`src/source/rvfi_csr_pkg.sv`:
```
// Shared constants and packed structs for the RVFI CSR-write monitor, imported by every stage

package rvfi_csr_pkg;

	// Register width of the monitored core
	localparam int XLEN = 32;

	// SYSTEM major opcode, which carries all of the Zicsr instructions
	localparam logic [6:0] OPC_SYSTEM = 7'b1110011;

	// Operation codes as found in funct3 bits 13:12
	// Bit 14 only selects the immediate form and is handled separately
	localparam logic [1:0] F3_RW = 2'b01;
	localparam logic [1:0] F3_RS = 2'b10;
	localparam logic [1:0] F3_RC = 2'b11;

	// One retired instruction as presented on the RVFI port
	// Only the fields needed for the CSR checks are carried
	typedef struct packed {
		logic            valid;
		logic [15:0]     order;
		logic [31:0]     insn;
		logic [XLEN-1:0] rs1_rdata;
		logic [4:0]      rd_addr;
		logic [XLEN-1:0] rd_wdata;
		logic [XLEN-1:0] csr_rmask;
		logic [XLEN-1:0] csr_wmask;
		logic [XLEN-1:0] csr_rdata;
		logic [XLEN-1:0] csr_wdata;
	} rvfi_pkt_t;

	// Decoded CSR instruction, with the operand already selected
	typedef struct packed {
		logic [15:0]     order;
		logic [1:0]      op;
		logic [XLEN-1:0] operand;
		logic [4:0]      rd_addr;
		logic [XLEN-1:0] rd_wdata;
		logic [XLEN-1:0] csr_rmask;
		logic [XLEN-1:0] csr_wmask;
		logic [XLEN-1:0] csr_rdata;
		logic [XLEN-1:0] csr_wdata;
	} csr_dec_t;

	// Masks and effective values that the rule stage compares against
	typedef struct packed {
		logic [15:0]     order;
		logic [4:0]      rd_addr;
		logic [XLEN-1:0] rd_wdata;
		logic [XLEN-1:0] rmask;
		logic [XLEN-1:0] rdata;
		logic [XLEN-1:0] smask;
		logic [XLEN-1:0] cmask;
		logic [XLEN-1:0] eff_wmask;
		logic [XLEN-1:0] eff_wdata;
	} csr_mask_t;

	// One flag per rule, set when that rule fails
	typedef struct packed {
		logic rd0_nonzero;
		logic rmask_partial;
		logic rdata_mismatch;
		logic mask_uncovered;
		logic set_missing;
		logic clear_missing;
	} csr_viol_t;

	// Checked result, tagged with the retire order of its instruction
	typedef struct packed {
		logic [15:0] order;
		csr_viol_t   viol;
	} csr_result_t;

endpackage
```
`src/source/rvfi_csrw_monitor.sv`:
```
// Top level of the CSR-write monitor, chains decode, mask build and rule check on one RVFI port

module rvfi_csrw_monitor import rvfi_csr_pkg::*; #(
	// CSR under check, handed to the decode stage
	parameter logic [11:0] CSR_ADDR = 12'hB00,
	// Failure counter width, handed to the rule stage
	parameter int          COUNT_W  = 16
) (
	input  logic               clock,
	input  logic               rst_n,
	input  rvfi_pkt_t          rvfi,
	output logic               result_valid,
	output csr_result_t        result,
	output logic [COUNT_W-1:0] fail_count
);

	// Stage 1 to stage 2
	logic     dec_valid;
	csr_dec_t dec;

	// Stage 2 to stage 3
	logic      mask_valid;
	csr_mask_t mask;

	// The core is never stalled, so each stage is a bare valid strobe plus payload
	// Total latency from a sampled packet to its result is three cycles
	csr_insn_decode #(
		.CSR_ADDR (CSR_ADDR)
	) u_csr_insn_decode (
		.clock     (clock),
		.rst_n     (rst_n),
		.rvfi      (rvfi),
		.dec_valid (dec_valid),
		.dec       (dec)
	);

	csr_mask_calc u_csr_mask_calc (
		.clock      (clock),
		.rst_n      (rst_n),
		.dec_valid  (dec_valid),
		.dec        (dec),
		.mask_valid (mask_valid),
		.mask       (mask)
	);

	csr_rule_check #(
		.COUNT_W (COUNT_W)
	) u_csr_rule_check (
		.clock        (clock),
		.rst_n        (rst_n),
		.mask_valid   (mask_valid),
		.mask         (mask),
		.result_valid (result_valid),
		.result       (result),
		.fail_count   (fail_count)
	);

endmodule

```
`src/source/csr_rule_check.sv`:
```
// Stage 3 of the CSR-write monitor, evaluates the six CSR rules and counts failing instructions

module csr_rule_check import rvfi_csr_pkg::*; #(
	// Width of the saturating failure counter
	parameter int COUNT_W = 16
) (
	input  logic               clock,
	input  logic               rst_n,
	input  logic               mask_valid,
	input  csr_mask_t          mask,
	output logic               result_valid,
	output csr_result_t        result,
	output logic [COUNT_W-1:0] fail_count
);

	// Rule outcome for the instruction currently in this stage
	csr_viol_t viol;

	// High when at least one rule failed
	logic any_fail;

	// High once the counter has reached its ceiling
	logic count_full;

	// Whether rd was written decides which read-side rules apply
	logic rd_is_x0;

	assign rd_is_x0 = (mask.rd_addr == 5'd0);

	always_comb begin
		// Writing x0 must not show a value, since x0 reads as zero
		viol.rd0_nonzero = rd_is_x0 && (mask.rd_wdata != '0);

		// A real destination needs the whole old CSR value, so every bit must be read
		viol.rmask_partial = !rd_is_x0 && (mask.rmask != '1);

		// The old value read from the CSR is what rd must receive
		viol.rdata_mismatch = !rd_is_x0 && (mask.rdata != mask.rd_wdata);

		// Every bit the instruction is meant to touch has to be visible in the write view
		viol.mask_uncovered = ((mask.smask | mask.cmask) & ~mask.eff_wmask) != '0;

		// Bits to be set must read as one afterwards
		viol.set_missing = (mask.smask & ~mask.eff_wdata) != '0;

		// Bits to be cleared must read as zero afterwards
		viol.clear_missing = (mask.cmask & mask.eff_wdata) != '0;
	end

	// Packed struct reduces like a plain vector
	assign any_fail = |viol;

	assign count_full = (fail_count == {COUNT_W{1'b1}});

	// Result strobe and failure counter share one register stage
	always_ff @(posedge clock or negedge rst_n) begin
		if (!rst_n) begin
			result_valid <= 1'b0;
			fail_count   <= '0;
		end else begin
			result_valid <= mask_valid;
			// Counter moves on the same edge that publishes the failing result
			if (mask_valid && any_fail && !count_full) begin
				fail_count <= fail_count + 1'b1;
			end
		end
	end

	// Flags and order tag travel together so the consumer can match them to the retire stream
	always_ff @(posedge clock) begin
		if (mask_valid) begin
			result.order <= mask.order;
			result.viol  <= viol;
		end
	end

endmodule

```
`src/source/csr_mask_calc.sv`:
```
// Stage 2 of the CSR-write monitor, builds set, clear and effective masks for each CSR instruction

module csr_mask_calc import rvfi_csr_pkg::*; (
	input  logic      clock,
	input  logic      rst_n,
	input  logic      dec_valid,
	input  csr_dec_t  dec,
	output logic      mask_valid,
	output csr_mask_t mask
);

	// Bits the instruction requires to end up set or cleared
	logic [XLEN-1:0] smask;
	logic [XLEN-1:0] cmask;

	// Write view of the CSR after merging what was read and what was written
	logic [XLEN-1:0] eff_wmask;
	logic [XLEN-1:0] eff_wdata;

	// The masks come from the operand, not from the written data
	// CSRRW forces every operand one to be set and every operand zero to be cleared
	always_comb begin
		smask = '0;
		cmask = '0;
		case (dec.op)
			F3_RW: begin
				smask = dec.operand;
				cmask = ~dec.operand;
			end
			F3_RS: begin
				smask = dec.operand;
			end
			F3_RC: begin
				cmask = dec.operand;
			end
			default: begin
				// op of zero never passes decode, so both masks stay empty
				smask = '0;
				cmask = '0;
			end
		endcase
	end

	// A bit that was read but not written is known to keep its old value
	assign eff_wmask = dec.csr_rmask | dec.csr_wmask;

	// Written bits take the new data, all other bits keep the read data
	assign eff_wdata = (dec.csr_wdata & dec.csr_wmask) | (dec.csr_rdata & ~dec.csr_wmask);

	always_ff @(posedge clock or negedge rst_n) begin
		if (!rst_n) begin
			mask_valid <= 1'b0;
		end else begin
			mask_valid <= dec_valid;
		end
	end

	// Payload is captured only for a live instruction
	always_ff @(posedge clock) begin
		if (dec_valid) begin
			mask.order     <= dec.order;
			mask.rd_addr   <= dec.rd_addr;
			mask.rd_wdata  <= dec.rd_wdata;
			mask.rmask     <= dec.csr_rmask;
			mask.rdata     <= dec.csr_rdata;
			mask.smask     <= smask;
			mask.cmask     <= cmask;
			mask.eff_wmask <= eff_wmask;
			mask.eff_wdata <= eff_wdata;
		end
	end

endmodule

```
`src/source/csr_insn_decode.sv`:
```
// Stage 1 of the CSR-write monitor, keeps only CSR instructions that target the monitored CSR

module csr_insn_decode import rvfi_csr_pkg::*; #(
	// Index of the CSR under check, mcycle by default
	parameter logic [11:0] CSR_ADDR = 12'hB00
) (
	input  logic      clock,
	input  logic      rst_n,
	input  rvfi_pkt_t rvfi,
	output logic      dec_valid,
	output csr_dec_t  dec
);

	// Individual terms of the acceptance test
	logic is_system;
	logic has_csr_op;
	logic addr_hit;
	logic accept;

	// Operand as the instruction supplies it to the CSR unit
	logic [XLEN-1:0] operand;

	// Immediate field of the I forms, which occupies the rs1 slot
	logic [4:0] uimm;

	// Opcode match also rules out compressed encodings, since their low bits differ
	assign is_system = (rvfi.insn[6:0] == OPC_SYSTEM);

	// funct3 bits 13:12 of zero mean ECALL, EBREAK, xRET, WFI and similar
	assign has_csr_op = (rvfi.insn[13:12] != 2'b00);

	// CSR index sits in the I-type immediate field
	assign addr_hit = (rvfi.insn[31:20] == CSR_ADDR);

	// Anything that fails here is simply dropped, so no result is ever produced for it
	assign accept = rvfi.valid && is_system && has_csr_op && addr_hit;

	assign uimm = rvfi.insn[19:15];

	// Bit 14 picks CSRRWI, CSRRSI or CSRRCI, where the 5-bit immediate is zero-extended
	// The register forms use the value read from rs1 instead
	assign operand = rvfi.insn[14] ? {{(XLEN-5){1'b0}}, uimm} : rvfi.rs1_rdata;

	// Valid strobe follows every sampled packet, so a rejected packet clears it
	always_ff @(posedge clock or negedge rst_n) begin
		if (!rst_n) begin
			dec_valid <= 1'b0;
		end else begin
			dec_valid <= accept;
		end
	end

	// Payload only loads on an accepted packet and otherwise holds its old value
	// Downstream stages look at it only when dec_valid is high
	always_ff @(posedge clock) begin
		if (accept) begin
			dec.order     <= rvfi.order;
			dec.op        <= rvfi.insn[13:12];
			dec.operand   <= operand;
			dec.rd_addr   <= rvfi.rd_addr;
			dec.rd_wdata  <= rvfi.rd_wdata;
			dec.csr_rmask <= rvfi.csr_rmask;
			dec.csr_wmask <= rvfi.csr_wmask;
			dec.csr_rdata <= rvfi.csr_rdata;
			dec.csr_wdata <= rvfi.csr_wdata;
		end
	end

endmodule

```
`config.mk`:
```
export PLATFORM = sky130hd
export DESIGN_NAME = rvfi_csrw_monitor
export DESIGN_NICKNAME = d
export VERILOG_FILES = /design/src/source/rvfi_csr_pkg.sv /design/src/source/rvfi_csrw_monitor.sv /design/src/source/csr_rule_check.sv /design/src/source/csr_mask_calc.sv /design/src/source/csr_insn_decode.sv
export SDC_FILE = /design/constraint.sdc
export NUM_CORES = 1
export LEC_CHECK = 0
export BUFFER_PORTS_ARGS = -buffer_cell sky130_fd_sc_hd__buf_2
export CAP_MARGIN = 5
export CORE_ASPECT_RATIO = 1.1
export CORE_MARGIN = 4
export CORE_UTILIZATION = 32
export DETAILED_ROUTE_END_ITERATION = 16
export SLEW_MARGIN = 20
export SYNTH_ARGS = -nofsm -noshare
export SYNTH_HDL_FRONTEND = slang
export SYNTH_SLANG_ARGS = --single-unit
```
`constraint.sdc`:
```
create_clock -name clock -period 11.05 [get_ports clock]
set_input_delay 0.5525 -clock clock [delete_from_list [all_inputs] [get_ports clock]]
set_output_delay 0.5525 -clock clock [all_outputs]
set_load 0.01 [all_outputs]
```
==> summary.txt <==
Outcome
  – Outcome: finished clean

STA
  – Worst slew margin: 0.272
  – Unrepaired setup endpoints after global routing: false
  – F_max: 318 MHz
  – Final period util: 0.284
  – Crit path time final: 3140 ps
  – Worst-Margin Slew: 1090 ps
  – Clock skew: 16.2 ps
  – Setup_tns: 0 ps
  – Final Hold Fails: 0
  – # setup viols final: 0
  – Slew Viols, Final: 0

Global routing
  – Initial antenna violation count: 2
  – Largest net degree at the start of global routing: 179
  – Global-route wire length before repair: 65000 um
  – Met1 Use GR: 0.192
  – Gr busiest metal: met2
  – Met2 Use GR: 0.240
  – Vias in the first global route: 9746
  – Total track usage: 0.147
  – Met3 Track Usage GR: 0.0364
  – GRT overflow: 0

Die
  – Chip Width: 235 um
  – Starting Density: 0.324
  – Die area: 60700 um^2
  – Core footprint: 56100 um^2
  – I/O pins: 287
  – Row Count: 91
  – Die Ht: 258 um

Layout
  – Net count, final: 1507
  – Share of layout cells above drive strength 1: 0.386
  – Non-filler instance count after layout: 2043
  – Layout area overhead: 23.4%

Yosys
  – Yosys top cell by area: edfxtp_1
  – Synthesized instance count: 929
  – Synth warn: 0
  – Synth Register Bits: 501
  – Post-synth ARST share: 0.0379
  – Number of distinct library cells after synthesis: 43
  – Largest cells by area after synthesis: edfxtp_1 80%, mux2_2 4.3%, dfrtp_1 2.6%
  – Most frequent cell after synthesis: edfxtp_1
  – Primary FF master, synth: edfxtp_1
  – Post-synthesis cell area: 18200 um^2
  – Post-Syn Nets: 1180
  – Seq/Total Area, Yosys: 0.822
  – Post-synth EDFFs: 482
  – Synthesized area per cell: 19.6 um^2
  – Most frequent cells after synthesis: 482 x edfxtp_1, 69 x mux2_2, 60 x nor2b_1
  – Top-area cell type share of the netlist area: 0.796

Placement
  – # port buffers: 281
  – Post-DP HPWL: 32800 um
  – Placed instance count: 1944
  – GP Congestion: 0.860

Pwr
  – Seq pwr share: 0.511
  – Peak supply drop: 0.000116 V
  – Combinational share of power: 0.014
  – Leakage: 0.00769 uW
  – Clock share of power: 0.475
  – NetSw: 766 uW
  – Sw Ratio: 0.190
  – Pwr Total: 4040 uW
  – Cell internal pwr: 3270 uW
  – Pwr dens: 180 nW/um^2

CTS
  – Post-CTS sizing: 0
  – Longest Clk Path Bufs: 3
  – Worst-path clk slew: 60 ps
  – Clock root cell: clkbuf_16
  – CTS Buf Count: 53
  – TritonCTS clock tree: built
  – CTS sink count: 501
  – Setup bufs post-CTS: 0
  – Skew-Pair Late Insertion Delay: 600 ps
  – H-Tree Depth: 2

Setup path
  – CP endpoint kind: register
  – CP required: 11530 ps
  – CP arrival: 3620 ps
  – CP startpoint kind: register
  – Crit path kind: reg2reg
  – Worst R2R Path Depth: 7
  – Max FO, Critical Path: 15

Routing
  – 1st-pass router iterations: 4
  – Total Wirelength: 46100 um
  – DR WL/cell: 22.6 um
  – DR DRC count: 0
  – Routed vias: 9394
  – Via-to-Cell Ratio: 4.60
  – Iteration-0 DRC Markers: 757
  – Antenna Violating Nets Remaining: 0

Run
  – Max-cap violations: 0

Hold path
  – Worst min path class: in2reg
  – WHS Path Cells: 1
==> power by group through the flow <==
stage	registers [uW]	logic, uW	clock network (uW)
6_report	2060	56.1	1920
5_1_grt	2060	62.4	2060
4_1_cts	2060	57.9	1980
3_5_place_dp	2100	56.7	0
3_3_place_gp	2100	56.5	0
2_1_floorplan	2100	6.79	0
==> layout make-up <==
type | count | area, um^2
diodes | 1 | 2.50
clock buffers | 62 | 1380
clock inverters | 35 | 510
fillers | 5111 | 33700
inverters | 11 | 41.3
multi-input cells | 403 | 3150
flip-flops and latches | 501 | 15000
well taps | 744 | 931
repair buffers | 286 | 1470
==> worst max-delay path, cell delays in order (launching register included) <==
cell and delay (ps):
edfxtp_1 420, nor4_1 600, nand4_1 280, nor4_2 330, o2111ai_2 200, nor3_4 740, nor3_2 130, mux2_4 320
==> flip-flops by register name, summed over array words and instances, names as in the netlist <==
signal                         flops
u_csr_insn_decode.dec            215
u_csr_rule_check.result_valid      1
u_csr_rule_check.result           22
u_csr_mask_calc.mask             245
u_csr_mask_calc.mask_valid         1
u_csr_insn_decode.dec_valid        1
u_csr_rule_check.fail_count       16
==> worst paths after layout <==
path	startpoint	to	slack, ps
worst max-delay path	u_csr_mask_calc.mask[198]$_DFFE_PP_	u_csr_rule_check.fail_count[12]$_DFFE_PN0P_	7910
worst min-delay path	rvfi[4]	u_csr_insn_decode.dec[4]$_DFFE_PP_	130
worst max register to register	u_csr_mask_calc.mask[198]$_DFFE_PP_	u_csr_rule_check.fail_count[12]$_DFFE_PN0P_	7910
worst min register to register	u_csr_insn_decode.dec[205]$_DFFE_PP_	u_csr_mask_calc.mask[235]$_DFFE_PP_	420
max in group asynchronous	rst_n	u_csr_insn_decode.dec_valid$_DFF_PN0_	10260
min in group asynchronous	rst_n	u_csr_rule_check.fail_count[10]$_DFFE_PN0P_	440
==> logic make-up (layout without fill, tap and decap cells) <==
kind of cell / after synthesis / count (layout) / synth area share
xor+xnor: 46 / 46 / 0.0221
compound gates: 45 / 45 / 0.0191
fa+ha+maj: 3 / 3 / 0.00206
mux: 71 / 71 / 0.0444
buf+inv: 25 / 394 / 0.00619
flops: 501 / 501 / 0.822
simple gates: 238 / 238 / 0.0843
other cells: 0 / 1 / 0
==> placed cells by master, fill, tap and decap left out, drive strengths merged, types with 7 or more instances in the layout <==
| master | count |
|---|---|
| or2 | 32 |
| mux2 | 71 |
| nand4 | 28 |
| nor2b | 60 |
| nand2 | 7 |
| inv | 12 |
| nand3 | 7 |
| nor4 | 29 |
| clkbuf | 62 |
| buf | 285 |
| a22oi | 16 |
| o2111ai | 9 |
| dfrtp | 19 |
| nor2 | 36 |
| xnor2 | 32 |
| nand2b | 24 |
| edfxtp | 482 |
| bufinv | 12 |
| o22ai | 16 |
| clkinv | 16 |
| xor2 | 14 |
==> routing by layer <==
| metal | share of wire | vias up |
|---|---|---|
| li1 | - | 4281 |
| met1 | 0.42 | 4694 |
| met2 | 0.48 | 336 |
| met3 | 0.062 | 81 |
| met4 | 0.034 | 2 |
| met5 | 0.00028 | - |
==> repair_timing <==
action	4_1_cts	5_1_grt
endpoints found under the setup margin	0	0
hold endpoints to repair	19	0
hold buffers	1	0
==> metrics by stage <==
| stage | instance area (um^2) | setup WS [ps] | hold slack (ps) | util |
|---|---|---|---|---|
| detailed placement | 20500 | 7460 | 405 | 0.366 |
| global route | 22400 | 7770 | 82.6 | 0.400 |
| global placement | 20500 | 7540 | 402 | 0.366 |
| floorplan | 18200 | 2440 | 257 | - |
| finish | 22400 | 7910 | 127 | 0.400 |
| CTS | 22400 | 7860 | 77.1 | 0.400 |
(Power assumes the default switching activity.)
